File: src/vdp_super_params.svh
`ifndef VDP_SUPER_PARAMS_SVH
`define VDP_SUPER_PARAMS_SVH

// total raster, blanking included
`define VDP_FRAME_W_60 858
`define VDP_FRAME_H_60 525
`define VDP_FRAME_W_50 864
`define VDP_FRAME_H_50 625

// active picture
`define VDP_VISIBLE_W    720
`define VDP_VISIBLE_H_60 480
`define VDP_VISIBLE_H_50 576

`define VDP_VRAM_AW 17      // 32-bit words
`define VDP_MID_LINE_PIX 360 // one super_mid source line

// bus window, claimed ahead of a fetched line and released after the read-ahead
`define VDP_BUSY_START_X 852
`define VDP_BUSY_END_X   724

`endif

File: src/vdp_super_pkg.sv
`include "vdp_super_params.svh"

package vdp_super_pkg;

  typedef logic [9:0] coord_t;
  typedef logic [`VDP_VRAM_AW-1:0] vram_addr_t;
  typedef logic [31:0] vram_word_t;  // pixel 0 in bits 7:0
  typedef logic [7:0] pal_index_t;

  typedef struct packed {
    logic [7:0] red;
    logic [7:0] green;
    logic [7:0] blue;
  } rgb_t;

  typedef enum logic [1:0] {sr_off, sr_mid, sr_res} sr_mode_t;
  typedef enum logic [1:0] {hs_idle, hs_write, hs_ack} host_state_t;

  typedef struct packed {
    coord_t cx;
    coord_t cy;
    logic   last_line;
    logic   visible_line;
  } beam_t;

  localparam logic tgt_vram    = 1'b0;
  localparam logic tgt_palette = 1'b1;

  typedef struct packed {
    logic       target;
    vram_addr_t addr;
    vram_word_t data;  // palette writes use bits 23:0
  } host_cmd_t;

  typedef struct packed {
    logic       en;
    logic       target;
    vram_addr_t addr;
    vram_word_t data;
  } wr_req_t;

  function automatic coord_t frame_width(logic pal_mode);
    return pal_mode ? coord_t'(`VDP_FRAME_W_50) : coord_t'(`VDP_FRAME_W_60);
  endfunction

  function automatic coord_t frame_height(logic pal_mode);
    return pal_mode ? coord_t'(`VDP_FRAME_H_50) : coord_t'(`VDP_FRAME_H_60);
  endfunction

  function automatic coord_t visible_height(logic pal_mode);
    return pal_mode ? coord_t'(`VDP_VISIBLE_H_50) : coord_t'(`VDP_VISIBLE_H_60);
  endfunction

endpackage

File: src/host_write_port.sv
module host_write_port
  import vdp_super_pkg::*;
(
  input  logic      clk,
  input  logic      reset,
  input  logic      host_req,
  input  host_cmd_t host_cmd,
  output logic      host_ack,
  output wr_req_t   wr
);

  host_state_t state;

  always_ff @(posedge clk or posedge reset) begin
    if (reset) begin
      state    <= hs_idle;
      host_ack <= 1'b0;
      wr       <= '0;
    end else begin
      wr.en <= 1'b0;  // strobe, one cycle at most
      case (state)
        hs_idle: begin
          if (host_req) begin
            wr.target <= host_cmd.target;
            wr.addr   <= host_cmd.addr;
            wr.data   <= host_cmd.data;
            state     <= hs_write;
          end
        end
        hs_write: begin
          wr.en <= 1'b1;
          state <= hs_ack;
        end
        hs_ack: begin
          // hold ack until the host lets go of req
          if (host_ack && !host_req) begin
            host_ack <= 1'b0;
            state    <= hs_idle;
          end else begin
            host_ack <= 1'b1;
          end
        end
        default: begin
          state <= hs_idle;
        end
      endcase
    end
  end

endmodule

File: config.mk
export PLATFORM = sky130hd
export DESIGN_NAME = host_write_port
export DESIGN_NICKNAME = d
export VERILOG_FILES = /design/src/vdp_super_pkg.sv /design/src/host_write_port.sv
export VERILOG_INCLUDE_DIRS = /design/src /design/src/src
export SDC_FILE = /design/constraint.sdc
export NUM_CORES = 1
export LEC_CHECK = 0
export BUFFER_PORTS_ARGS = -buffer_cell sky130_fd_sc_hd__buf_4
export CAP_MARGIN = 20
export CORE_MARGIN = 2
export CORE_UTILIZATION = 40
export CTS_CLUSTER_DIAMETER = 50
export DETAILED_ROUTE_END_ITERATION = 16
export PLACE_DENSITY = 0.74
export SYNTH_ARGS = -nofsm -noshare
export SYNTH_HDL_FRONTEND = slang
export SYNTH_SLANG_ARGS = --single-unit
File: constraint.sdc
create_clock -name clk -period 1.9 [get_ports clk]
set_clock_uncertainty 0.15 [all_clocks]
set_input_delay 0.095 -clock clk [delete_from_list [all_inputs] [get_ports clk]]
set_output_delay 0.095 -clock clk [all_outputs]
set_load 0.03 [all_outputs]
Yosys cells after proc, flatten, opt, wreduce, memory -nomap -nowiden
Index checks and enable logic that the tools add are counted.
- magnitude comparators: 0
- reductions and logical operators: 5
- divide/modulo/power cells: 0
- bitwise operators: 0
- multipliers: 0
- shifts and indexed selects: 0
- muxes and demuxes: 5
- $add $sub $neg: 0
- equality and inequality tests: 4
- operators with widths (operator ; number):
    2-bit one-hot mux with 3 select lines ; 1
    2-bit 2-to-1 mux ; 2
    2-bit != test, second input constant ; 2
    2-bit AND reduction ; 2
    2-bit by 1-bit == test with 1-bit output, second input constant ; 1
    2-bit == test, second input constant ; 1
    2-bit zero test ; 1
    1-bit 2-to-1 mux ; 2
    1-bit logical AND ; 1
    1-bit zero test ; 1
- bits in writable memories: 0
- word-level logic and storage cells: 20
- memory bits (read-only): 0
- register bits: 54
- latch bits: 0
- input bits: 53
- output and inout bits: 52
- memories: 0

Logic depth before layout (Yosys ltp)
- depth after elaboration: 4
- mapped depth: 3
- gate-level depth less buffers: 2

Least setup slack after synthesis
No wires, ideal clock.
- kind: flip-flop to flip-flop
- start: register state[1]
- end: register wr[0] in the netlist's numbering
- data required time: 1.625 ns
- buffers on the path: 1
- clock period less this slack: 1.536 ns
- setup slack: 0.364 ns
- cell stages (with the launch flop): 4
- arrival: 1.261 ns
- setup time: 0.125 ns
- path through: dfrtp_1 -> nor3b_4 -> buf_6 -> mux2_2
- cells in the longest elaborated chain, start to end: 2
- ends and longest elaborated chain (item ; line ; text):
    start: declaration ; host_write_port.sv:12 ; host_state_t state;
    start signal: assignment ; host_write_port.sv:16 ; state <= hs_idle;
    start signal: assignment ; host_write_port.sv:27 ; state <= hs_write;
    start signal: assignment ; host_write_port.sv:32 ; state <= hs_ack;
    2-bit zero test ; host_write_port.sv:21 ; case (state)
    2-bit AND reduction (no line) ; n/a ;
    end: declaration ; host_write_port.sv:9 ; output wr_req_t wr
No other way between the ends.
A chain may end at the register's enable or synchronous reset.

Worst setup path after layout
- start: register state[1]
- end: register wr[33] in the netlist's numbering
Same word-level chain as after synthesis.

==> impl_metrics.toml <==
[final_layout]
syn2layout_area_growth_pct = 71.53
drive_above_1_share = 0.5848
layout.nets = 330
n_fill_cell = 344
num_antenna_cells = 0

[grt]
grt_pass1_wl_microns = 7265
antenna_found_initial = 0
grtUsageTotal = 0.1730
grt_pass1_vias = 1589
overflow = 0
grt_max_degree = 55

[detailed_routing]
via_per_inst = 4.442
wire_per_inst_microns = 13.98
dr.pass1.iters = 4
drt-initial-drc-count = 26
final_antenna_net_count = 0
totalWireLength_microns = 4810
dr_total_vias = 1528
drc_errors = 0

[clock_tree]
clockBufferDepth = 2
cts_resized = 0
cts_root_buf = "clkbuf_8"
cts.clk_slew.worst_paths_ns = 0.09
tritoncts_num_sinks = 54
cts_tree = "built"
htreeDepth = 2
insertion_delay_ns = 0.29
cts_made_buffers = 5

[floorplan]
num_rows = 25
ios = 105
core_area_sq_um = 4817
die_h_microns = 75.25
dieArea_sq_um = 5663
initial_core_util = 0.4216
die_x_microns = 75.25

[worst_setup_path]
worstPathArrival_ns = 1.66
r2r-end = "wr[33]"
r2r_start = "state[1]"
worstSetupEndpointType = "flop"
ff2ff_setup_slack_ns = 0.27
cp-start-kind = "flop"
cp.required_ns = 1.93
path_class = "reg -> reg"
cp_max_fo = 20
ff2ff_path_depth = 3

[sta]
worst-slew-pin-transition_ns = 0.2776
tns_ns = 0
rsz0062_at_grt = "false"
slew_headroom = 0.8149
period_share = 0.8553
fin_crit_ns = 1.625
finalHoldViolations = 0
setup_violations = 0
max_freq_ghz = 0.6154
setup_slack_ns = 0.2749
slew_viol_final = 0

[synth]
synth_cells = 116
yosysUniqueCellTypes = 9
synth_nets = 169
synth.yosys.seq_area_share = 0.6654
ys_warn_count = 0
synth_area_sq_um = 2031
syn_avg_cell_area_sq_um = 17.51
synth_seq_cells = 54

[pwr]
peakVddDrop_v = 0.0008823
leakage_uw = 0.001630
power_density_nw_per_um2 = 1644

[placement]
pre_cts_ws_ns = 0.2697
place_congestion = 0.6612
place_hpwl_microns = 3065
io_buffers = 104

[run_status]
status = "finished, final reports clean"

[run]
drv_cap = 0

[min_path]
min_path_type = "in -> async"
synth_stat cells, drive strengths merged:
| cell | n | area share |
|---|---|---|
| nand2b | 1 | 0.0031 |
| mux2 | 51 | 0.28 |
| buf | 5 | 0.028 |
| nor3b | 1 | 0.0092 |
| dfrtp | 54 | 0.67 |
| nor2b | 2 | 0.0062 |
| inv | 1 | 0.0018 |
| a21o | 1 | 0.0037 |
power breakdown:
| part | switching [uW] | total, uW | internal (uW) |
|---|---|---|---|
| clock network | 328 | 583 | 255 |
| registers | 311 | 2040 | 1730 |
| logic | 1720 | 3110 | 1390 |
how the worst max path moves through the flow:
stage,end,from,depth (start not counted),slack [ns]
after global placement,wr[8],state[1],3,0.30
after CTS,wr[33],state[1],3,0.26
after detailed placement,wr[33],state[1],3,0.27
final,wr[33],state[1],3,0.27
after floorplan,host_ack,reset,1,0.34
after global routing,wr[25],state[1],3,0.20
cell usage in the layout, fill, tap and decap left out:
master	n
a21o_1	1
buf_12	2
buf_4	105
clkbuf_1	2
clkbuf_8	5
dfrtp_1	54
dlygate4sd3_1	52
inv_2	1
mux2_1	3
mux2_2	48
nand2b_1	1
nor2b_1	2
nor3b_4	1
final cells by class:
type                    instances  area [sq um]  area share
flip-flops and latches         54          1351      0.3879
repair buffers                159          1349      0.3872
multi-input cells              56         619.3      0.1778
well taps                      67         83.83     0.02407
clock buffers                   7         76.32     0.02191
inverters                       1         3.754    0.001078
kinds of logic after synthesis:
family                 Yosys count  synth area share
AOI/OAI and AO/OA                1          0.003698
buffers and inverters            6           0.02957
DFF                             54            0.6654
muxes                           51            0.2828
and+or+nand+nor                  4           0.01849
flip-flops by register name, indices dropped and copies added (netlist names):
register / flops
host_ack: 1
state: 2
wr: 51
repair_timing:
| action | 4_1_cts | 5_1_grt |
|---|---|---|
| hold buffers | 52 | 0 |
| hold endpoints to repair | 105 | 0 |
| setup buffers | 0 | 0 |
metrics by stage:
stage                 util  instance area (sq um)  cells  power [uW]  hold WS [ns]
detailed placement  0.5992                   2887    285        5108       0.02732
global route        0.7231                   3483    344        6013        0.2811
finish              0.7231                   3483    344        5727        0.2571
global placement    0.5992                   2887    285        5040       0.02394
floorplan                -                   2031    116        3940       0.07970
CTS                 0.7231                   3483    344        5787        0.2725
worst max-delay path, stage by stage (launching register included):
cell,delay (ns)
dfrtp_1,0.42
nor3b_4,0.26
buf_4,0.31
mux2_2,0.37
metal layers:
layer	GRT usage	vias up	share of wire
met5	0	-	0
met4	0.05848	0	0.0091
met3	0.04284	7	0.046
met2	0.3207	50	0.57
met1	0.1932	752	0.38
li1	-	719	-
Note: power is estimated with default switching activity, not from simulation.
