===== config.mk =====
export PLATFORM = sky130hd
export DESIGN_NAME = super_res_fetch
export DESIGN_NICKNAME = d
export VERILOG_FILES = /design/src/vdp_super_pkg.sv /design/src/super_res_fetch.sv
export VERILOG_INCLUDE_DIRS = /design/src /design/src/src
export SDC_FILE = /design/constraint.sdc
export NUM_CORES = 2
export LEC_CHECK = 0
export ABC_CLOCK_PERIOD_IN_PS = 13460
export BUFFER_PORTS_ARGS = -buffer_cell sky130_fd_sc_hd__buf_2
export CAP_MARGIN = 20
export CORE_ASPECT_RATIO = 1.4
export CORE_MARGIN = 2
export CORE_UTILIZATION = 57
export DETAILED_ROUTE_END_ITERATION = 7
export PLACE_DENSITY = 0.81
export SLEW_MARGIN = 20
export SYNTH_ARGS = -nofsm -noshare
export SYNTH_HDL_FRONTEND = slang
export SYNTH_SLANG_ARGS = --single-unit

===== constraint.sdc =====
create_clock -name clk -period 13.46 [get_ports clk]
set_input_delay 2.019 -clock clk [delete_from_list [all_inputs] [get_ports clk]]
set_output_delay 2.019 -clock clk [all_outputs]
set_load 0.02 [all_outputs]

===== src/vdp_super_params.svh =====
`ifndef VDP_SUPER_PARAMS_SVH
`define VDP_SUPER_PARAMS_SVH

// total raster, blanking included
`define VDP_FRAME_W_60 858
`define VDP_FRAME_H_60 525
`define VDP_FRAME_W_50 864
`define VDP_FRAME_H_50 625

// active picture
`define VDP_VISIBLE_W    720
`define VDP_VISIBLE_H_60 480
`define VDP_VISIBLE_H_50 576

`define VDP_VRAM_AW 17      // 32-bit words
`define VDP_MID_LINE_PIX 360 // one super_mid source line

// bus window, claimed ahead of a fetched line and released after the read-ahead
`define VDP_BUSY_START_X 852
`define VDP_BUSY_END_X   724

`endif


===== src/vdp_super_pkg.sv =====
`include "vdp_super_params.svh"

package vdp_super_pkg;

  typedef logic [9:0] coord_t;
  typedef logic [`VDP_VRAM_AW-1:0] vram_addr_t;
  typedef logic [31:0] vram_word_t;  // pixel 0 in bits 7:0
  typedef logic [7:0] pal_index_t;

  typedef struct packed {
    logic [7:0] red;
    logic [7:0] green;
    logic [7:0] blue;
  } rgb_t;

  typedef enum logic [1:0] {sr_off, sr_mid, sr_res} sr_mode_t;
  typedef enum logic [1:0] {hs_idle, hs_write, hs_ack} host_state_t;

  typedef struct packed {
    coord_t cx;
    coord_t cy;
    logic   last_line;
    logic   visible_line;
  } beam_t;

  localparam logic tgt_vram    = 1'b0;
  localparam logic tgt_palette = 1'b1;

  typedef struct packed {
    logic       target;
    vram_addr_t addr;
    vram_word_t data;  // palette writes use bits 23:0
  } host_cmd_t;

  typedef struct packed {
    logic       en;
    logic       target;
    vram_addr_t addr;
    vram_word_t data;
  } wr_req_t;

  function automatic coord_t frame_width(logic pal_mode);
    return pal_mode ? coord_t'(`VDP_FRAME_W_50) : coord_t'(`VDP_FRAME_W_60);
  endfunction

  function automatic coord_t frame_height(logic pal_mode);
    return pal_mode ? coord_t'(`VDP_FRAME_H_50) : coord_t'(`VDP_FRAME_H_60);
  endfunction

  function automatic coord_t visible_height(logic pal_mode);
    return pal_mode ? coord_t'(`VDP_VISIBLE_H_50) : coord_t'(`VDP_VISIBLE_H_60);
  endfunction

endpackage


===== src/super_res_fetch.sv =====
`include "vdp_super_params.svh"

module super_res_fetch
  import vdp_super_pkg::*;
(
  input  logic       clk,
  input  logic       reset,
  input  sr_mode_t   mode,
  input  logic       disp_on,
  input  logic       pal_mode,
  input  beam_t      beam,
  input  vram_word_t vram_rdata,
  output vram_addr_t vram_addr,
  output pal_index_t pal_addr,
  output logic       vram_busy
);

  localparam int last_col = `VDP_VISIBLE_W - 1;
  localparam int preload_col = `VDP_VISIBLE_W + 2;  // rewind address seen by memory at 721

  logic       is_mid;
  logic       fetch_line;  // this line reads memory
  logic       next_fetch;  // next line reads memory
  logic       src_fetch;   // pixel being addressed comes from memory
  logic       line_end;
  logic       next_vis;
  logic       vis_col;
  logic       show;        // next column is on screen
  logic       load;
  logic       lb_wr;
  logic       word_step;
  logic       word_load;
  logic       preload;
  logic       claim;
  logic       odd_phase;
  logic [2:0] phase;
  logic [8:0] lb_idx;
  pal_index_t pix;
  vram_word_t cur_word;
  vram_word_t next_word;
  pal_index_t line_buf [`VDP_MID_LINE_PIX];

  assign is_mid     = (mode == sr_mid);
  assign fetch_line = !is_mid || !beam.cy[0];
  // the last line is even in both frames, and line 0 after it is fetched too
  assign next_fetch = !is_mid || beam.cy[0] || beam.last_line;
  assign line_end   = (beam.cx == frame_width(pal_mode) - 10'd1);
  assign next_vis   = beam.last_line || (beam.cy + 10'd1 < visible_height(pal_mode));
  assign src_fetch  = line_end ? next_fetch : fetch_line;

  assign vis_col = beam.visible_line && (beam.cx < `VDP_VISIBLE_W);
  assign show    = (vis_col && beam.cx != last_col) || (line_end && next_vis);
  assign phase   = {odd_phase, beam.cx[1:0]};

  // current <= next and address step, once per word
  assign word_step = vis_col && fetch_line && beam.cx[1:0] == 2'd0 && !(is_mid && odd_phase);
  // read-ahead word has been on vram_rdata for two columns
  assign word_load = vis_col && fetch_line && beam.cx[1:0] == 2'd3 && (!is_mid || odd_phase);
  assign preload   = beam.last_line && (beam.cx == preload_col);

  assign claim = (beam.cx == `VDP_BUSY_START_X && next_vis && next_fetch) ||
                 (beam.last_line && beam.cx == `VDP_VISIBLE_W);

  // index for the next column
  always_comb begin
    load = 1'b0;
    pix  = line_buf[lb_idx];
    if (line_end) begin
      load = 1'b1;  // pixel 0 of the coming line
      if (src_fetch) begin
        pix = next_word[7:0];
      end
    end else if (!src_fetch) begin
      load = beam.cx[0];  // replay, each entry shown twice
    end else if (is_mid) begin
      load = beam.cx[0];
      case (phase)
        3'b001:  pix = cur_word[15:8];
        3'b011:  pix = cur_word[23:16];
        3'b101:  pix = cur_word[31:24];
        default: pix = vram_rdata[7:0];
      endcase
    end else begin
      load = 1'b1;
      case (beam.cx[1:0])
        2'd0:    pix = next_word[15:8];  // cur_word takes this word on the same edge
        2'd1:    pix = cur_word[23:16];
        2'd2:    pix = cur_word[31:24];
        default: pix = vram_rdata[7:0];
      endcase
    end
  end

  assign lb_wr = show && load && is_mid && src_fetch;

  always_ff @(posedge clk or posedge reset) begin
    if (reset) begin
      vram_addr <= '0;
      pal_addr  <= '0;
      lb_idx    <= '0;
      odd_phase <= 1'b0;
      vram_busy <= 1'b0;
    end else if (mode == sr_off) begin
      vram_addr <= '0;
      pal_addr  <= '0;
      lb_idx    <= '0;
      odd_phase <= 1'b0;
      vram_busy <= 1'b0;
    end else begin
      if (!show || !disp_on) begin
        pal_addr <= '0;  // background
      end else if (load) begin
        pal_addr <= pix;
      end

      if (beam.cx == `VDP_VISIBLE_W) begin
        lb_idx <= '0;
      end else if (show && load && is_mid) begin
        lb_idx <= lb_idx + 9'd1;
      end

      // second half of an eight-column super_mid word
      if (beam.cx == `VDP_VISIBLE_W) begin
        odd_phase <= 1'b0;
      end else if (vis_col && beam.cx[1:0] == 2'd3) begin
        odd_phase <= !odd_phase;
      end

      if (beam.last_line && beam.cx == `VDP_VISIBLE_W) begin
        vram_addr <= '0;  // rewind for the new frame
      end else if (word_step) begin
        vram_addr <= vram_addr + 1'b1;
      end

      if (claim) begin
        vram_busy <= 1'b1;
      end else if (beam.cx == `VDP_BUSY_END_X) begin
        vram_busy <= 1'b0;
      end
    end
  end

  always_ff @(posedge clk) begin
    if (word_step) begin
      cur_word <= next_word;
    end
    if (word_load || preload) begin
      next_word <= vram_rdata;
    end
    if (lb_wr) begin
      line_buf[lb_idx] <= pix;
    end
  end

endmodule


Word level (Yosys, flattened, before mapping):

Memory sizes are Yosys's and may differ from the RTL's.
Cells that the tools add are included.

* bits in read-only memories: 0
* RAM bits: 2880
* flip-flop bits (word level): 100
* logic and storage cells: 95
* bits of input ports: 60
* latch bits: 0
* memories: 1
* output and inout bits: 26

* div/mod/pow operators: 0
* $lt $le $gt $ge: 2
* muxes and demuxes: 29
* multipliers: 0
* shifts and indexed selects: 0
* eq/ne operators: 13
* bitwise logic cells: 0
* $add $sub $neg: 4
* reductions and logical operators: 39

Memory list
* line_buf: words 360, bits a word 8, read ports 1, clocked after memory_dff 0, write ports 1, RTL line super_res_fetch.sv:41 `` pal_index_t line_buf [`VDP_MID_LINE_PIX]; ``

Operator list (number)
* $mux W8: 7
* $mux W17: 3
* $pmux W8 S3: 2
* $eq A10 B10 Y1 const B: 4
* $mux W9: 3
* $add A17 B1 Y17 const B: 1
* $logic_and A1 B1 Y1: 17
* $reduce_bool A3 Y1: 5
* $mux W1: 12
* $add A10 B1 Y10 const B: 1
* $eq A10 B10 Y1: 1
* $lt A10 B10 Y1: 1
* $lt A10 B10 Y1 const B: 1
* $mux W10: 1
* $ne A10 B10 Y1 const B: 1
* $sub A9 B2 Y10 const B: 1
* $add A9 B1 Y9 const B: 1
* $logic_or A1 B1 Y1: 9
* $logic_not A1 Y1: 6
* $mux W6: 1
* $eq A2 B1 Y1 const B: 2
* $eq A2 B2 Y1 const B: 2
* $logic_not A2 Y1: 2
* $eq A3 B1 Y1 const B: 1
* 2 further kinds: 2

Longest topological paths before layout:

* depth in word-level cells: 12
* mapped depth: 15
* depth with buffers taken out: 12

Worst setup path before layout:

Ideal clock, no wire load.

* kind: input -> register
* start: input port beam[13] (netlist name)
* end: memory line_buf[0][4] (netlist name), data pin
* arrival: 12.547 ns
* required time: 11.493 ns
* setup time: 1.967 ns
* path slack: -1.054 ns
* stages on the path: 8
* buffers on the path: 1
* cell sequence: buf_2 > or3_4 > a2111oi_4 > mux2i_1 > nor3_1 > and4_1 > nand4b_1 > nor2b_1

* longest elaborated chain between the ends: 5
* elaborated cells between the ends (all ways): 14
* those cells by class: 6 x eq/ne; 7 x mux; 1 x reduce/logical

RTL lines
* from (decl): RTL line super_res_fetch.sv:11 `input beam_t beam,`
* $eq A3 B3 Y1, or another cell as far along: RTL line super_res_fetch.sv:77 `case (phase)`
* $pmux W8 S3 (on tied branches): RTL line super_res_fetch.sv:77, super_res_fetch.sv:85
* $mux W8: RTL line super_res_fetch.sv:75 `end else if (is_mid) begin`
* $mux W8: RTL line super_res_fetch.sv:73 `end else if (!src_fetch) begin`
* $mux W8 *: RTL line super_res_fetch.sv:68 `if (line_end) begin`
* net pix[4]: RTL line super_res_fetch.sv:38 `pal_index_t pix;`
* to (decl): RTL line super_res_fetch.sv:41

Mark *: on every way through the listed nets, which the timed path passes. The rest lies on a longest branch.

Worst setup path after layout:

* start: register lb_idx[3]
* end: memory line_buf[295][2] (netlist name), data pin

* longest elaborated chain between the ends: 3
* elaborated cells between the ends (all ways): 4
* those cells by class: 3 x mux; 1 x memory

RTL lines
* from (decl): RTL line super_res_fetch.sv:37 `logic [8:0] lb_idx;`
* from (signal assigned): RTL line super_res_fetch.sv:119 `lb_idx <= lb_idx + 9'd1;`
* $mem_v2 Z360 W8 *
* $mux W8 (on tied branches): RTL line super_res_fetch.sv:73, super_res_fetch.sv:70
* $mux W8 *: RTL line super_res_fetch.sv:68
* net pix[2]: RTL line super_res_fetch.sv:38

Marks and branches as above.

==> flow_metrics.tcl <==
set metrics [dict create \
    cp.arrival_ps 8080 \
    place_inst 8410 \
    r2r_start "lb_idx[3]$_DFFE_PP0P_" \
    hpwl_microns 191000 \
    start_util_pct 57.2 \
    worstPathRequired_ps 13880 \
    synth_top_area_share_pct 75.8 \
    syn_area_sq_um 116000 \
    synth_largest_area_cell "edfxtp_1" \
    clkSlewWorstSetupHoldPaths_ps 70 \
    vias_per_cell 7.04 \
    synth.distinct_cells 71 \
    netlist_top_cells_area "edfxtp_1 76%, mux4_2 11%, mux2i_1 3.5%, nor2_1 1.6%, a22oi_1 1.0%" \
    final_util_pct 63.1 \
    fmax_ghz 0.131 \
    antenna_found_initial 10 \
    hp-start "next_word[27]$_DFFE_PP_" \
    cts_setup_buffers 0 \
    fin_worst_skew_ps 52.6 \
    final_hold_viol_count 0 \
    violations "DRC" \
    end_kind "flip-flop" \
    grt_pass1_vias 62600 \
    synthMostInstantiatedCell "edfxtp_1" \
    syn_avg_cell_area_sq_um 19.8 \
    drv_cap 0 \
    h-tree-depth 5 \
    final_layout_size_suffix_gt1_share_pct 19.8 \
    grt_max_degree 213 \
    power.density_nw_per_um2 148 \
    post-route-period-util_pct 56.9 \
    synthXorXnorAreaFrac_pct 0.181 \
    grt_usage_pct 30.6 \
    gp_congestion 0.992 \
    num_vias 62500 \
    fin_nets 6076 \
    ys_ff_latch 2972 \
    synthesis.nets 5949 \
    postCtsResizedCells 0 \
    period_needed_ps 7660 \
    synthCells 5881 \
    die_x_microns 386 \
    clk_path_buf_depth 4 \
    synthFlopType "edfxtp_1" \
    drtAntennaViolNets 0 \
    startpoint "lb_idx[3]$_DFFE_PP0P_" \
    clkSinkCount 2972 \
    drt-total-wl_microns 319000 \
    worstSetupPathType "reg -> reg" \
    fin_cells 8879 \
    hp-class "reg -> reg" \
    cts_hold_buf 0 \
    die_y_microns 538 \
    synth_warnings 0 \
    synth_compound_area_share_pct 3.28 \
    synth_commonest_cells "2936 x edfxtp_1, 571 x mux4_2, 505 x nor2_1" \
    initialDrtViolationCount 9882 \
    dieArea_sq_um 208000 \
    tightestPinTransition_ps 1250 \
    vdd_ir_drop_max_mv 0.0934 \
    core_sq_um 203000 \
    synth_fa_ha_area_share_pct 0.0861 \
    cts_buffers 266 \
    async_flop_share_pct 1.21 \
    ys_seq_area_share_pct 76.6 \
    drc 242 \
    row_count 196 \
    synth_top_family_by_area "multiplexers" \
    area_growth_pct 10.3 \
    wl_per_cell_microns 36.0 \
    overflow 0 \
    status "finished, violations left" \
    synth-simple-area-share_pct 3.68 \
    synth_edf_count 2936 \
    cts_tree "done" \
    slew_headroom_pct 16.9 \
    path_max_fanout 171 \
    drv_slew 0 \
    muxShareOfSynthArea_pct 14.7 \
    grt_pass1_wl_microns 451000 \
    pin_count 86 \
    root_buffer "clkbuf_16" \
    rsz0062_at_grt "no" \
    p_leak_nw 38.3 \
    crit_path_start_kind "flip-flop" \
    drt_pass1_iterations 8 \
    setup-violations-final 0 \
    port_buffers 85 \
    clock_latency_ps 870 \
]
## where the power goes
group          total, mW  switching [mW]  internal (mW)
combinational       1.02           0.725          0.297
clock               7.49            3.33           4.16
sequential          10.4          0.0150           10.4
## worst max-delay path, cell delays in order (launching register included)
cell	delay [ps]
dfrtp_4	740
buf_4	610
buf_4	740
and2_2	780
buf_4	540
a22oi_1	160
nand3_1	180
a21oi_1	300
a2111oi_0	830
nand4_1	170
a311oi_1	660
nor2_4	310
buf_4	500
buf_12	400
## flip-flops by register name (all words and copies together) (netlist names)
register,count
cur_word,24
vram_addr,17
lb_idx,9
pal_addr,8
vram_busy,1
odd_phase,1
line_buf,2880
next_word,32
## layout by cell type (no fill, tap or decap), types with 8 or more instances in the layout
cell type	netlist	routed
edfxtp_1	2936	2936
mux4_2	571	571
nor2_1	505	496
mux2i_1	403	402
clkbuf_16	0	281
a22oi_1	160	160
nand2_1	142	139
nand3_1	123	122
o22ai_1	107	106
buf_4	28	104
buf_2	152	86
a21oi_1	74	73
clkbuf_1	139	53
clkinv_1	1	46
o21ai_0	44	44
clkinv_2	0	39
nor3_1	43	35
nand4_1	32	32
dfrtp_1	36	30
a31oi_1	23	23
mux2_2	22	22
a22o_1	17	17
nor4_1	18	17
bufinv_16	0	17
a211oi_1	15	15
o211ai_1	15	15
buf_12	0	15
a221oi_1	14	14
inv_1	13	13
xor2_1	12	12
xnor2_1	12	12
nand2b_1	12	11
and3_1	10	10
a21o_1	9	9
or3_1	9	9
inv_6	0	9
nor3_2	0	8
o31ai_1	8	8
o21ai_1	8	8
ha_1	8	8
## per-layer routing
layer	global-route usage [%]	vias to the layer above	routed length, microns
met5	0.703	-	185
met3	7.50	1378	37300
met1	35.2	31600	95400
met2	49.0	5231	154000
met4	24.2	8	32800
li1	-	24400	-
## through the flow
stage | setup TNS, ps | setup WS (ps) | total power, mW | area, sq um | hold WS, ps
floorplan | -130990 | -364 | 11.3 | 116000 | 400
global placement | 0 | 5970 | 11.6 | 120000 | 404
detailed placement | 0 | 5710 | 11.6 | 120000 | 405
CTS | 0 | 6130 | 18.9 | 128000 | 420
global route | 0 | 5700 | 19.3 | 128000 | 428
finish | 0 | 5800 | 18.9 | 128000 | 422
## final timing paths
path,endpoint,slack [ps],cells after the start
max in group asynchronous,lb_idx[3]$_DFFE_PP0P_,11770,3
hold reg to reg,cur_word[27]$_DFFE_PP_,420,0
hold / removal,cur_word[27]$_DFFE_PP_,420,0
setup / recovery,line_buf[295][2]$_DFFE_PP_,5800,13
setup reg to reg,line_buf[295][2]$_DFFE_PP_,5800,13
min in group asynchronous,lb_idx[2]$_DFFE_PP0P_,1300,3
## cell type report
| type | instances | area (sq um) |
|---|---|---|
| Fill cell | 12600 | 75000 |
| Inverter | 15 | 56.3 |
| Timing Repair Buffer | 212 | 1610 |
| Multi-Input combinational cell | 2541 | 25800 |
| Tap cell | 2673 | 3340 |
| Antenna cell | 5 | 12.5 |
| Clock inverter | 125 | 1100 |
| Sequential cell | 2972 | 89100 |
| Clock buffer | 336 | 7260 |
## cells by family (layout without fill, tap and decap cells)
family          after synthesis  in the layout
compound gates              554            554
xor+xnor                     24             24
fa+ha+maj                     8              8
buf+inv                     368            688
flops                      2972           2972
mux                         996            996
other cells                   0              5
simple gates                959            959
Power figures use the tool's default switching activity.
