### src/vdp_super_params.svh
`ifndef VDP_SUPER_PARAMS_SVH
`define VDP_SUPER_PARAMS_SVH

// total raster, blanking included
`define VDP_FRAME_W_60 858
`define VDP_FRAME_H_60 525
`define VDP_FRAME_W_50 864
`define VDP_FRAME_H_50 625

// active picture
`define VDP_VISIBLE_W    720
`define VDP_VISIBLE_H_60 480
`define VDP_VISIBLE_H_50 576

`define VDP_VRAM_AW 17      // 32-bit words
`define VDP_MID_LINE_PIX 360 // one super_mid source line

// bus window, claimed ahead of a fetched line and released after the read-ahead
`define VDP_BUSY_START_X 852
`define VDP_BUSY_END_X   724

`endif

### src/vdp_super_pkg.sv
`include "vdp_super_params.svh"

package vdp_super_pkg;

  typedef logic [9:0] coord_t;
  typedef logic [`VDP_VRAM_AW-1:0] vram_addr_t;
  typedef logic [31:0] vram_word_t;  // pixel 0 in bits 7:0
  typedef logic [7:0] pal_index_t;

  typedef struct packed {
    logic [7:0] red;
    logic [7:0] green;
    logic [7:0] blue;
  } rgb_t;

  typedef enum logic [1:0] {sr_off, sr_mid, sr_res} sr_mode_t;
  typedef enum logic [1:0] {hs_idle, hs_write, hs_ack} host_state_t;

  typedef struct packed {
    coord_t cx;
    coord_t cy;
    logic   last_line;
    logic   visible_line;
  } beam_t;

  localparam logic tgt_vram    = 1'b0;
  localparam logic tgt_palette = 1'b1;

  typedef struct packed {
    logic       target;
    vram_addr_t addr;
    vram_word_t data;  // palette writes use bits 23:0
  } host_cmd_t;

  typedef struct packed {
    logic       en;
    logic       target;
    vram_addr_t addr;
    vram_word_t data;
  } wr_req_t;

  function automatic coord_t frame_width(logic pal_mode);
    return pal_mode ? coord_t'(`VDP_FRAME_W_50) : coord_t'(`VDP_FRAME_W_60);
  endfunction

  function automatic coord_t frame_height(logic pal_mode);
    return pal_mode ? coord_t'(`VDP_FRAME_H_50) : coord_t'(`VDP_FRAME_H_60);
  endfunction

  function automatic coord_t visible_height(logic pal_mode);
    return pal_mode ? coord_t'(`VDP_VISIBLE_H_50) : coord_t'(`VDP_VISIBLE_H_60);
  endfunction

endpackage

### src/raster_timing.sv
`include "vdp_super_params.svh"

module raster_timing
  import vdp_super_pkg::*;
(
  input  logic  clk,
  input  logic  reset,
  input  logic  pal_mode,
  output beam_t beam,
  output logic  de,
  output logic  frame_start
);

  coord_t     cx;
  coord_t     cy;
  logic       line_end;
  logic       last_line;
  logic       visible_line;
  logic       next_vis;
  logic       pre_de;
  logic       pre_fs;
  logic [1:0] de_pipe;
  logic [1:0] fs_pipe;

  // >= so a pal_mode change mid-frame still wraps
  assign line_end     = (cx >= frame_width(pal_mode) - 10'd1);
  assign last_line    = (cy >= frame_height(pal_mode) - 10'd1);
  assign visible_line = (cy < visible_height(pal_mode));
  assign next_vis     = last_line || (cy + 10'd1 < visible_height(pal_mode));

  // pixel n is addressed in column n-1, so flag one column ahead
  assign pre_de = (visible_line && cx < `VDP_VISIBLE_W - 1) || (line_end && next_vis);
  assign pre_fs = line_end && last_line;  // pixel 0 of line 0 comes next

  assign beam = '{cx: cx, cy: cy, last_line: last_line, visible_line: visible_line};

  always_ff @(posedge clk or posedge reset) begin
    if (reset) begin
      cx      <= '0;
      cy      <= '0;
      de_pipe <= '0;
      fs_pipe <= '0;
    end else begin
      if (line_end) begin
        cx <= '0;
        cy <= last_line ? '0 : cy + 10'd1;
      end else begin
        cx <= cx + 10'd1;
      end
      // palette address stage, then palette read stage
      de_pipe <= {de_pipe[0], pre_de};
      fs_pipe <= {fs_pipe[0], pre_fs};
    end
  end

  assign de          = de_pipe[1];
  assign frame_start = fs_pipe[1];

endmodule

### config.mk
export PLATFORM = sky130hd
export DESIGN_NAME = raster_timing
export DESIGN_NICKNAME = d
export VERILOG_FILES = /design/src/vdp_super_pkg.sv /design/src/raster_timing.sv
export VERILOG_INCLUDE_DIRS = /design/src /design/src/src
export SDC_FILE = /design/constraint.sdc
export NUM_CORES = 1
export LEC_CHECK = 0
export BUFFER_PORTS_ARGS = -buffer_cell sky130_fd_sc_hd__buf_2
export CAP_MARGIN = 20
export CORE_ASPECT_RATIO = 1.25
export CORE_MARGIN = 2
export CORE_UTILIZATION = 40
export DETAILED_ROUTE_END_ITERATION = 12
export GPL_TIMING_DRIVEN = 0
export PLACE_DENSITY = 0.66
export SLEW_MARGIN = 20
export SYNTH_ARGS = -nofsm -noshare
export SYNTH_HDL_FRONTEND = slang
export SYNTH_SLANG_ARGS = --single-unit
### constraint.sdc
create_clock -name clk -period 3.3 [get_ports clk]
set_input_delay 0.66 -clock clk [delete_from_list [all_inputs] [get_ports clk]]
set_output_delay 0.66 -clock clk [all_outputs]
set_load 0.05 [all_outputs]
; Word-level counts from Yosys, hierarchy flattened
; Index checks and enable logic that the tools add are counted.
[totals]
register_bits = 24
rom_bits = 0
in_bits = 3
latch_bits = 0
ram_bits = 0
output_inout_bits = 24
n_memories = 0
word_cells = 23
[op_classes]
div_mod_pow = 0
n_mux = 5
n_reduce_logical = 5
shift = 0
n_eq_ne = 0
bitwise = 0
multipliers = 0
magnitude_cmp = 5
addsub = 4
[ops]
columns = operator, n
row1 = $mux W10, 3
row2 = $add A10 B1 Y10 const B, 2
row3 = $ge A10 B10 Y1, 2
row4 = $lt A10 B10 Y1, 2
row5 = $lt A10 B10 Y1 const B, 1
row6 = $sub A10 B1 Y10 const B, 1
row7 = $sub A9 B2 Y10 const B, 1
row8 = $mux W7, 1
row9 = $mux W6, 1
row10 = $logic_and A1 B1 Y1, 3
row11 = $logic_or A1 B1 Y1, 2

; Depth between registers and ports, before layout
; Gate-level depths: netlist of the first run.
[logic_depth]
ltp_word = 6
depth_mapped = 11
ltp_nobuf = 11

; Least setup slack after synthesis of the first run
; Ideal clock, no wire load.
[synth_timing]
kind = input -> output
start = input port pal_mode
end = output port beam[1] in the netlist's numbering
arrival_time_ns = 2.105
path_stages = 7
path_buffers = 2
required_ns = 2.640
setup_slack_ns = 0.535
cell_sequence = inv_1 -> ha_1 -> nand2b_1 -> a311o_1 -> a31oi_2 -> buf_4 -> buf_4
[synth_via]
elab_chain_len = 3
[synth_lines]
columns = item, line
row1 = "start, declared", raster_timing.sv:8  ; input logic pal_mode,
row2 = $mux W7, vdp_super_pkg.sv:47  ; return pal_mode ? coord_t'(`VDP_FRAME_H_50) : coord_t'(`VDP_FRAME_H_60);
row3 = $sub A10 B1 Y10, raster_timing.sv:27  ; assign last_line = (cy >= frame_height(pal_mode) - 10'd1);
row4 = $ge A10 B10 Y1, raster_timing.sv:27
row5 = "end, declared", raster_timing.sv:9  ; output beam_t beam,
; Every way passes these cells.

; Worst setup path after layout of the first run
; Same ends and word-level chain as after synthesis.

==> results by group, run 1 <==
Run status
  • Outcome: finished, final reports clean

Timing
  • Hold WS: approximately 0.35 ns
  • Clk_skew: roughly 0.0030 ns
  • RSZ-0062 raised after global routing: false
  • Finish-stage setup viols: 0
  • Worst slew pin tran: 0.898 ns
  • Tcrit/Tclk final: 0.968
  • TNS Setup: 0 ns
  • Final Max Slew Viols: 0
  • Post-route setup slack: 0.107 ns
  • Relative slew slack: 0.401
  • Final hold violations: 0
  • Max Freq: about 310 MHz
  • Crit path time final: 3.19 ns

Drt
  • # DRC: 0
  • Final ANT Viol Nets: 0
  • Detailed-route via count: around 1200
  • DR WL/cell: between 10 and 15 um
  • DR iter-0 viols: 40
  • DR pass1 iterations: 4
  • Vias/cell: between 5 and 6
  • Total length of routed wires: 3210 um

Global route
  • Total gr overflow: 0
  • Global-route wire length before repair: 5470 um
  • Initial antenna violation count: 0
  • GR Util All Layers: 0.163
  • Pin count of the biggest net entering global routing: 25
  • Number of global-route vias before repair: between 1000 and 1500

Power and ir drop
  • Final Total Pwr: approximately 520 uW
  • PD cells: slightly below 300 nW/um^2
  • Peak VDD IR: around 0.11 mV
  • P_leak: about 0.9 nW

Placement
  • Port Buffers: 26
  • DP Cell Count: ~220
  • Dpl hpwl: roughly 2500 um
  • RD Place Congestion: 0.873
  • DP Worst Slack: 0.00260 ns
  • Area after DPL: around 1700 um^2

Cells and area
  • Proportion of layout cells with a drive suffix above 1: 0.249
  • Nets: slightly above 200
  • Final Cell Area: roughly 1800 um^2
  • Non-Filler Instances: between 200 and 250
  • Antenna cells: 0
  • Fillers: between 300 and 400
  • Layout area overhead: 17.2%
  • Final Core Density: 0.480

Setup path
  • CP max stage cell: ha_1
  • Worst-path fanout max: 10
  • CP required: 2.64 ns
  • Worst Setup End Kind: primary output
  • Crit path cell chain: buf_2 -> clkinvlp_4 -> ha_1 -> nand2b_1 -> a311o_1 -> a31oi_2 -> buf_6 -> buf_4 -> clkbuf_4
  • Critical path type: input pin to primary output
  • Critical Path AT: 2.53 ns
  • R2R Path Start: cy[1]$_DFFE_PP0N_
  • CP peak stage delay: roughly 0.33 ns
  • Setup crit start kind: input pin
  • Crit path launch: pal_mode

Clocking
  • Clk pin slew, worst setup/hold paths: 0.08 ns
  • TritonCTS Buffers: 3
  • Clock Tree Buf Depth: 2
  • Root Buffer: clkbuf_8
  • Hold-fix buffers, CTS: 0
  • Clk_lat worst skew: 0.26 ns
  • CTS Sinks: 24
  • CTS H-tree depth: 1
  • CTS tree: built

Floorplanning
  • Top-Level Pins: 27
  • Core area: 3690 um^2
  • Initial cell density of the core: 0.410
  • Die width: around 59 um
  • Area of the die: around 4300 um^2
  • Row cnt: 25
  • Die Ht: about 73 um

Synthesis
  • Post-synthesis sequential area ratio: 0.397
  • Post-synth top cells: 24 x dfrtp_1, 18 x nor2_1, 17 x ha_1
  • Number of flops mapped to enable cells by yosys: 0
  • Largest area contributor in the netlist: dfrtp_1
  • Post-synth top area share: 0.397
  • Mean Syn Cell Area: between 9 and 10 um^2
  • Syn_nets: 173
  • Most frequent cell after synthesis: dfrtp_1
  • FF+latch count, synth: 24
  • Synth Cell Area: 1510 um^2
  • Most used flip-flop cell after synthesis: dfrtp_1
  • Async set-reset flop share out of synthesis: 1.00
  • Mapped Cells: approximately 150
  • Synth top area cells: dfrtp_1 40%, ha_1 14%, nor2_1 4.5%
  • Synth Warn #: 0
  • Netlist cell types: 39

Min path
  • Hold_sp: fs_pipe[0]$_DFF_PP0_
  • Hold Crit Class: flip-flop to flip-flop

Job
  • Max_cap viols: 0
[timing repair]
item | 4_1_cts | 5_1_grt
endpoints found under the setup margin | 1 | 1
resized for setup | 1 | 2
buffers inserted | 2 | 0
[registers in the layout, summed over array words and instances, names as in the netlist]
| signal | cells |
|---|---|
| fs_pipe | 2 |
| de_pipe | 2 |
| cy | 10 |
| cx | 10 |
[layer usage]
metal	wire (um)	share of wire	GRT usage	vias to the layer above
li1	-	-	-	607
met1	1470	0.46	0.212	604
met2	1610	0.50	0.280	23
met3	116	0.036	0.0248	2
met4	8	0.0025	0.0404	0
met5	0	0	0	-
[critical path: cells and delay by family]
family	cells	cell delay, ns
buf+inv	5	0.87
compound gates	2	0.53
fa+ha+maj	1	0.33
simple gates	1	0.14
[power breakdown]
group / internal (mW) / total (mW) / switching [mW]
sequential: 0.294 / 0.295 / 0.000135
combinational: 0.00989 / 0.0292 / 0.0193
clock: 0.106 / 0.196 / 0.0897
[cells by family (layout without fill, tap and decap cells)]
kind of cell / after synthesis / after routing / share of synthesized area
compound gates: 37 / 37 / 0.200
xor+xnor: 10 / 10 / 0.0579
fa+ha+maj: 17 / 17 / 0.141
buf+inv: 16 / 48 / 0.0529
flops: 24 / 24 / 0.397
mux: 1 / 1 / 0.00744
simple gates: 48 / 48 / 0.144
[worst paths after layout]
kind / end / slack (ns) / cells past startpoint
setup / recovery: beam[1] / 0.11 / 9
hold / removal: fs_pipe[1]$_DFF_PP0_ / 0.35 / 0
setup reg to reg: de_pipe[0]$_DFF_PP0_ / 0.75 / 10
hold reg to reg: fs_pipe[1]$_DFF_PP0_ / 0.35 / 0
max in group asynchronous: cy[5]$_DFFE_PP0N_ / 2.17 / 2
min in group asynchronous: cy[4]$_DFFE_PP0N_ / 0.58 / 2
[layout by cell type (no fill, tap or decap), types with 2 or more instances in the layout]
cell type	n
a21oi_1	5
nand2_1	10
ha_1	17
o41ai_1	2
a22o_1	6
buf_2	26
nand3_1	7
buf_6	2
o31ai_1	2
nor2_1	18
xnor2_1	6
and2_1	2
o21ai_0	4
and3_1	3
nor2b_1	2
nor3_1	3
buf_4	4
a21o_1	3
a2bb2oi_1	3
dfrtp_1	24
clkbuf_8	4
xor2_1	4
inv_1	9
[final cells by class]
class | instances | area (um^2) | share of cell area
plain buffers | 6 | 46.3 | 0.0261
clock buffers | 4 | 55.1 | 0.0311
inverters | 10 | 41.3 | 0.0233
multi-input cells | 113 | 832 | 0.469
flip-flops and latches | 24 | 601 | 0.339
well taps | 40 | 50.0 | 0.0282
repair buffers | 28 | 148 | 0.0833
Note: power is estimated with default switching activity, not from simulation.
==> run 2, diff against run 1 <==
CORE_MARGIN = 1.5   (was 2)
clock period = 3.85 ns   (was 3.3 ns; I/O delays follow)
==> results by group, run 2 (same netlist as run 1, synthesis figures left out) <==
Placement
  • Port Buffers: 26
  • Area after DPL: between 1500 and 2000 um^2
  • Dpl hpwl: 2380 um
  • RD Place Congestion: 0.818

Setup path
  • Worst Setup End Kind: primary output
  • Critical path type: input pin to primary output
  • Delay-heaviest family, CP: buffers and inverters
  • Crit path launch: pal_mode
  • CP peak stage delay: approximately 0.31 ns
  • Worst-path fanout max: 10
  • Setup crit start kind: input pin
  • Crit path cell chain: buf_2 -> inv_1 -> ha_1 -> nand2b_1 -> a311o_1 -> a31oi_2 -> buf_4 -> buf_4 -> buf_2
  • R2R Path Start: cy[1]$_DFFE_PP0N_
  • CP max stage cell: ha_1
  • CP required: 3.08 ns
  • CP bufs+invs: 5
  • Critical Path AT: around 2.8 ns

Min path
  • Hold Crit Class: flip-flop to flip-flop
  • Hold_sp: de_pipe[0]$_DFF_PP0_

Run status
  • Outcome: finished, final reports clean

Cells and area
  • Commonest non-fill, non-tap cell in the layout: buf_2
  • Register Area: 601 um^2
  • Largest regs: cx x10, cy x10
  • Most frequent cells in the layout: 27 x buf_2, 24 x dfrtp_1, 18 x nor2_1
  • Antenna cells: 0
  • Layout area overhead: 16.5%
  • Proportion of layout cells with a drive suffix above 1: 0.235
  • Multi-input logic area: between 800 and 900 um^2
  • Final Core Density: 0.498
  • Fillers: about 350
  • Nets: 204
  • Final Cell Area: ~1800 um^2

Global route
  • Global-route wire length before repair: ~5400 um
  • GR Util All Layers: 0.163
  • Total gr overflow: 0
  • Number of global-route vias before repair: roughly 1200
  • Pin count of the biggest net entering global routing: 25
  • Initial antenna violation count: 0

Timing
  • Finish-stage setup viols: 0
  • Worst slew pin tran: between 0.8 and 0.9 ns
  • TNS Setup: 0 ns
  • Final Max Slew Viols: 0
  • Max Freq: between 200 and 300 MHz
  • RSZ-0062 raised after global routing: false
  • Final hold violations: 0
  • Hold WS: roughly 0.36 ns
  • Clk_skew: 0.00630 ns
  • Relative slew slack: 0.407
  • Tcrit/Tclk final: 0.918
  • Crit path time final: approximately 3.5 ns

Power and ir drop
  • Total internal power: 398 uW
  • Peak VDD IR: a little over 0.2 mV
  • Switching share of power: 0.192
  • Final Total Pwr: between 400 and 500 uW
  • P_leak: between 0.8 and 0.9 nW
  • PD cells: 279 nW/um^2
  • Seq pwr share: 0.513
  • Clock share of power: 0.443
  • Sw Pwr: about 94 uW
  • Logic pwr share: 0.045

Clocking
  • Setup Buffers After CTS: 0
  • TritonCTS Buffers: 3
  • CTS tree: built
  • CTS Sinks: 24
  • Clock Tree Buf Depth: 2
  • Clk_lat worst skew: 0.26 ns
  • Root Buffer: clkbuf_8
  • Hold-fix buffers, CTS: 0
  • CTS H-tree depth: 1
  • Clk pin slew, worst setup/hold paths: 0.08 ns
  • CTS resizes: 0

Drt
  • DR WL/cell: around 14 um
  • DR iter-0 viols: 35
  • Vias/cell: around 5.5
  • DR pass1 iterations: 6
  • Total length of routed wires: 3070 um
  • # DRC: 0
  • Detailed-route via count: approximately 1200
  • Final ANT Viol Nets: 0

Floorplanning
  • Die width: between 50 and 60 um
  • Initial cell density of the core: 0.427
  • Top-Level Pins: 27
  • Core area: roughly 3500 um^2
  • Die Ht: between 70 and 80 um
  • Area of the die: approximately 4200 um^2
  • Row cnt: 24

Job
  • Max_cap viols: 0
-- run 2: cell types whose count changed in the layout (fill, tap and decap cells not counted), sizes merged --
cell	delta
buf	-1
bufinv	+1
clkbuf	-2
inv	+1
clkinvlp	-1
-- run 2: power by group through the flow --
stage | logic [mW] | clock network (mW) | registers (mW)
2_1_floorplan | 0.0153 | 0 | 0.258
3_3_place_gp | 0.0220 | 0 | 0.257
3_5_place_dp | 0.0229 | 0 | 0.257
4_1_cts | 0.0230 | 0.221 | 0.252
5_1_grt | 0.0257 | 0.229 | 0.253
6_report | 0.0221 | 0.218 | 0.252
-- run 2: worst paths after layout --
check	cells past startpoint	endpoint	slack, ns
worst min register to register	0	de_pipe[1]$_DFF_PP0_	0.36
worst max register to register	10	de_pipe[0]$_DFF_PP0_	1.35
worst max-delay path	9	beam[1]	0.32
worst min-delay path	0	de_pipe[1]$_DFF_PP0_	0.36
min in group asynchronous	2	cy[6]$_DFFE_PP0N_	0.69
max in group asynchronous	2	cx[0]$_DFF_PP0_	2.62
-- run 2: stage by stage --
| step | std cells | setup slack, ns |
|---|---|---|
| after global routing | 222 | 0.162 |
| after detailed placement | 218 | 0.294 |
| after floorplan | 153 | 0.865 |
| after CTS | 222 | 0.285 |
| final | 222 | 0.317 |
| after global placement | 218 | 0.305 |
-- run 2: metal layers --
metal  vias up  wire length, um  track usage
met5         -                0            0
met4         0               22       0.0439
met3         4               72       0.0199
met2        20             1600        0.290
met1       596             1380        0.204
li1        603                -            -
-- run 2: final cells by class --
cell class / count / share of cell area
clock inverter: 1 / 0.0170
buffer: 6 / 0.0241
inverter: 10 / 0.0213
multi-input combinational: 113 / 0.472
clock buffer: 3 / 0.0234
timing repair buffer: 26 / 0.0738
tap: 39 / 0.0277
sequential: 24 / 0.341
==> run 3, diff against run 2 <==
BUFFER_PORTS_ARGS = unset   (was -buffer_cell sky130_fd_sc_hd__buf_2)
DONT_BUFFER_PORTS = 1   (was unset)
PLACE_DENSITY = 0.6   (was 0.66)
SKIP_LAST_GASP = 1   (was unset)
==> results by group, run 3 (same netlist as run 1, synthesis figures left out) <==
Power and ir drop
  • PD cells: roughly 300 nW/um^2
  • P_leak: 0.774 nW
  • Peak VDD IR: about 0.12 mV

Setup path
  • Worst R2R Path Depth: 10
  • Crit path cell chain: inv_1 -> ha_1 -> nand2b_1 -> a311o_1 -> a31oi_2 -> buf_4 -> buf_4
  • Crit path capture: beam[1]
  • Crit path launch: cy[5]$_DFFE_PP0N_
  • Reg-to-reg setup timing slack: about 0.92 ns
  • Critical Path AT: 2.58 ns
  • Worst Setup End Kind: primary output
  • CP max stage cell: dfrtp_1
  • Critical path type: flip-flop to primary output
  • Worst-path fanout max: 10
  • R2R Path Start: cy[1]$_DFFE_PP0N_
  • R2R Path End: de_pipe[0]$_DFF_PP0_
  • CP peak stage delay: 0.78 ns
  • Setup crit start kind: flip-flop
  • CP required: a little over 3 ns
  • Worst path most repeated cell: buf_4

Cells and area
  • Nets: roughly 180
  • Proportion of layout cells with a drive suffix above 1: 0.108
  • Commonest non-fill, non-tap cell in the layout: dfrtp_1
  • Largest regs: cx x10, cy x10
  • Layout area overhead: 7.94%
  • Most frequent cells in the layout: 24 x dfrtp_1, 18 x nor2_1, 17 x ha_1
  • Antenna cells: 0

Timing
  • Relative slew slack: 0.401
  • RSZ-0062 raised after global routing: false
  • Finish-stage setup viols: 0
  • Tcrit/Tclk final: 0.871
  • Max Freq: roughly 300 MHz
  • Final hold violations: 0
  • Crit path time final: between 3 and 4 ns
  • Clk_skew: between 0.003 and 0.004 ns
  • Final Max Slew Viols: 0
  • TNS Setup: 0 ns
  • Worst slew pin tran: 0.897 ns
  • Post-route setup slack: 0.498 ns

Drt
  • Detailed-route via count: ~1100
  • Total length of routed wires: slightly above 3000 um
  • # DRC: 0
  • Final ANT Viol Nets: 0
  • Vias/cell: 5.71
  • DR pass1 iterations: 8
  • DR WL/cell: about 16 um
  • DR iter-0 viols: 31

Clocking
  • CTS H-tree depth: 1
  • Hold-fix buffers, CTS: 0
  • TritonCTS Buffers: 3
  • Root Buffer: clkbuf_8
  • Clock Tree Buf Depth: 2
  • CTS Sinks: 24
  • CTS tree: built
  • Clk pin slew, worst setup/hold paths: roughly 0.080 ns
  • Clk_lat worst skew: 0.27 ns
  • CTS resizes: 0
  • Setup Buffers After CTS: 0

Placement
  • RD Place Congestion: about 0.77
  • DP Worst Slack: between 0.6 and 0.7 ns
  • Port Buffers: 0
  • Dpl hpwl: approximately 2300 um

Floorplanning
  • Die Ht: between 70 and 80 um
  • Core area: between 3000 and 4000 um^2
  • Die width: slightly below 60 um
  • Initial cell density of the core: 0.427
  • Row cnt: 24
  • Top-Level Pins: 27
  • Area of the die: about 4200 um^2

Job
  • Max_cap viols: 0

Global route
  • Number of global-route vias before repair: 1165
  • GR Util All Layers: 0.164
  • Total gr overflow: 0
  • Pin count of the biggest net entering global routing: 25
  • Global-route wire length before repair: around 5400 um
  • Initial antenna violation count: 0

Min path
  • Hold Crit Class: flip-flop to flip-flop
  • Hold Path Cell Cnt: 0

Run status
  • Outcome: finished, final reports clean
==> run 3: changes by cell type in the layout (fill, tap and decap cells not counted) <==
cell	previous run	this run
buf_2	27	1
==> run 3: where the power goes <==
part	switching (mW)	internal, mW	total, mW
sequential	0.00111	0.252	0.253
clock	0.0817	0.139	0.221
combinational	0.0130	0.00602	0.0190
==> run 3: cell type report <==
| class | count | area (um^2) |
|---|---|---|
| multi-input combinational | 113 | 832 |
| clock buffer | 3 | 41.3 |
| inverter | 10 | 37.5 |
| sequential | 24 | 601 |
| tap | 39 | 48.8 |
| fill | 337 | 1910 |
| clock inverter | 1 | 30.0 |
| buffer | 6 | 42.5 |
==> run 3: worst min path at each step <==
stage	from	to	slack, ns
after floorplan	de_pipe[0]$_DFF_PP0_	de_pipe[1]$_DFF_PP0_	0.33
after detailed placement	de_pipe[0]$_DFF_PP0_	de_pipe[1]$_DFF_PP0_	0.34
after global routing	de_pipe[0]$_DFF_PP0_	de_pipe[1]$_DFF_PP0_	0.37
final	de_pipe[0]$_DFF_PP0_	de_pipe[1]$_DFF_PP0_	0.35
after CTS	de_pipe[0]$_DFF_PP0_	de_pipe[1]$_DFF_PP0_	0.36
after global placement	de_pipe[0]$_DFF_PP0_	de_pipe[1]$_DFF_PP0_	0.33
==> run 3: critical path: cells and delay by family, from the launching register on <==
kind,cells,cell delay [ns]
adder cells (fa/ha/maj),1,0.31
AND/OR/NAND/NOR,1,0.14
buffers and inverters,3,0.56
flip-flops,1,0.78
AO/OA/AOI/OAI,2,0.51
==> run 3: metal layers <==
layer / vias to the layer above / global-route usage / share of wire
met5: - / 0 / 0
met4: 0 / 0.0543 / 0.012
met3: 4 / 0.0397 / 0.050
met2: 30 / 0.283 / 0.50
met1: 532 / 0.197 / 0.43
li1: 554 / - / -
==> run 3: metrics by stage <==
stage / power (mW) / hold slack (ns) / cell area [um^2] / util / instances
CTS: 0.498 / 0.357 / 1630 / 0.461 / 196
floorplan: 0.274 / 0.331 / 1510 / - / 153
detailed placement: 0.278 / 0.337 / 1560 / 0.441 / 192
finish: 0.493 / 0.354 / 1630 / 0.461 / 196
global placement: 0.277 / 0.335 / 1560 / 0.441 / 192
global route: 0.513 / 0.368 / 1630 / 0.461 / 196
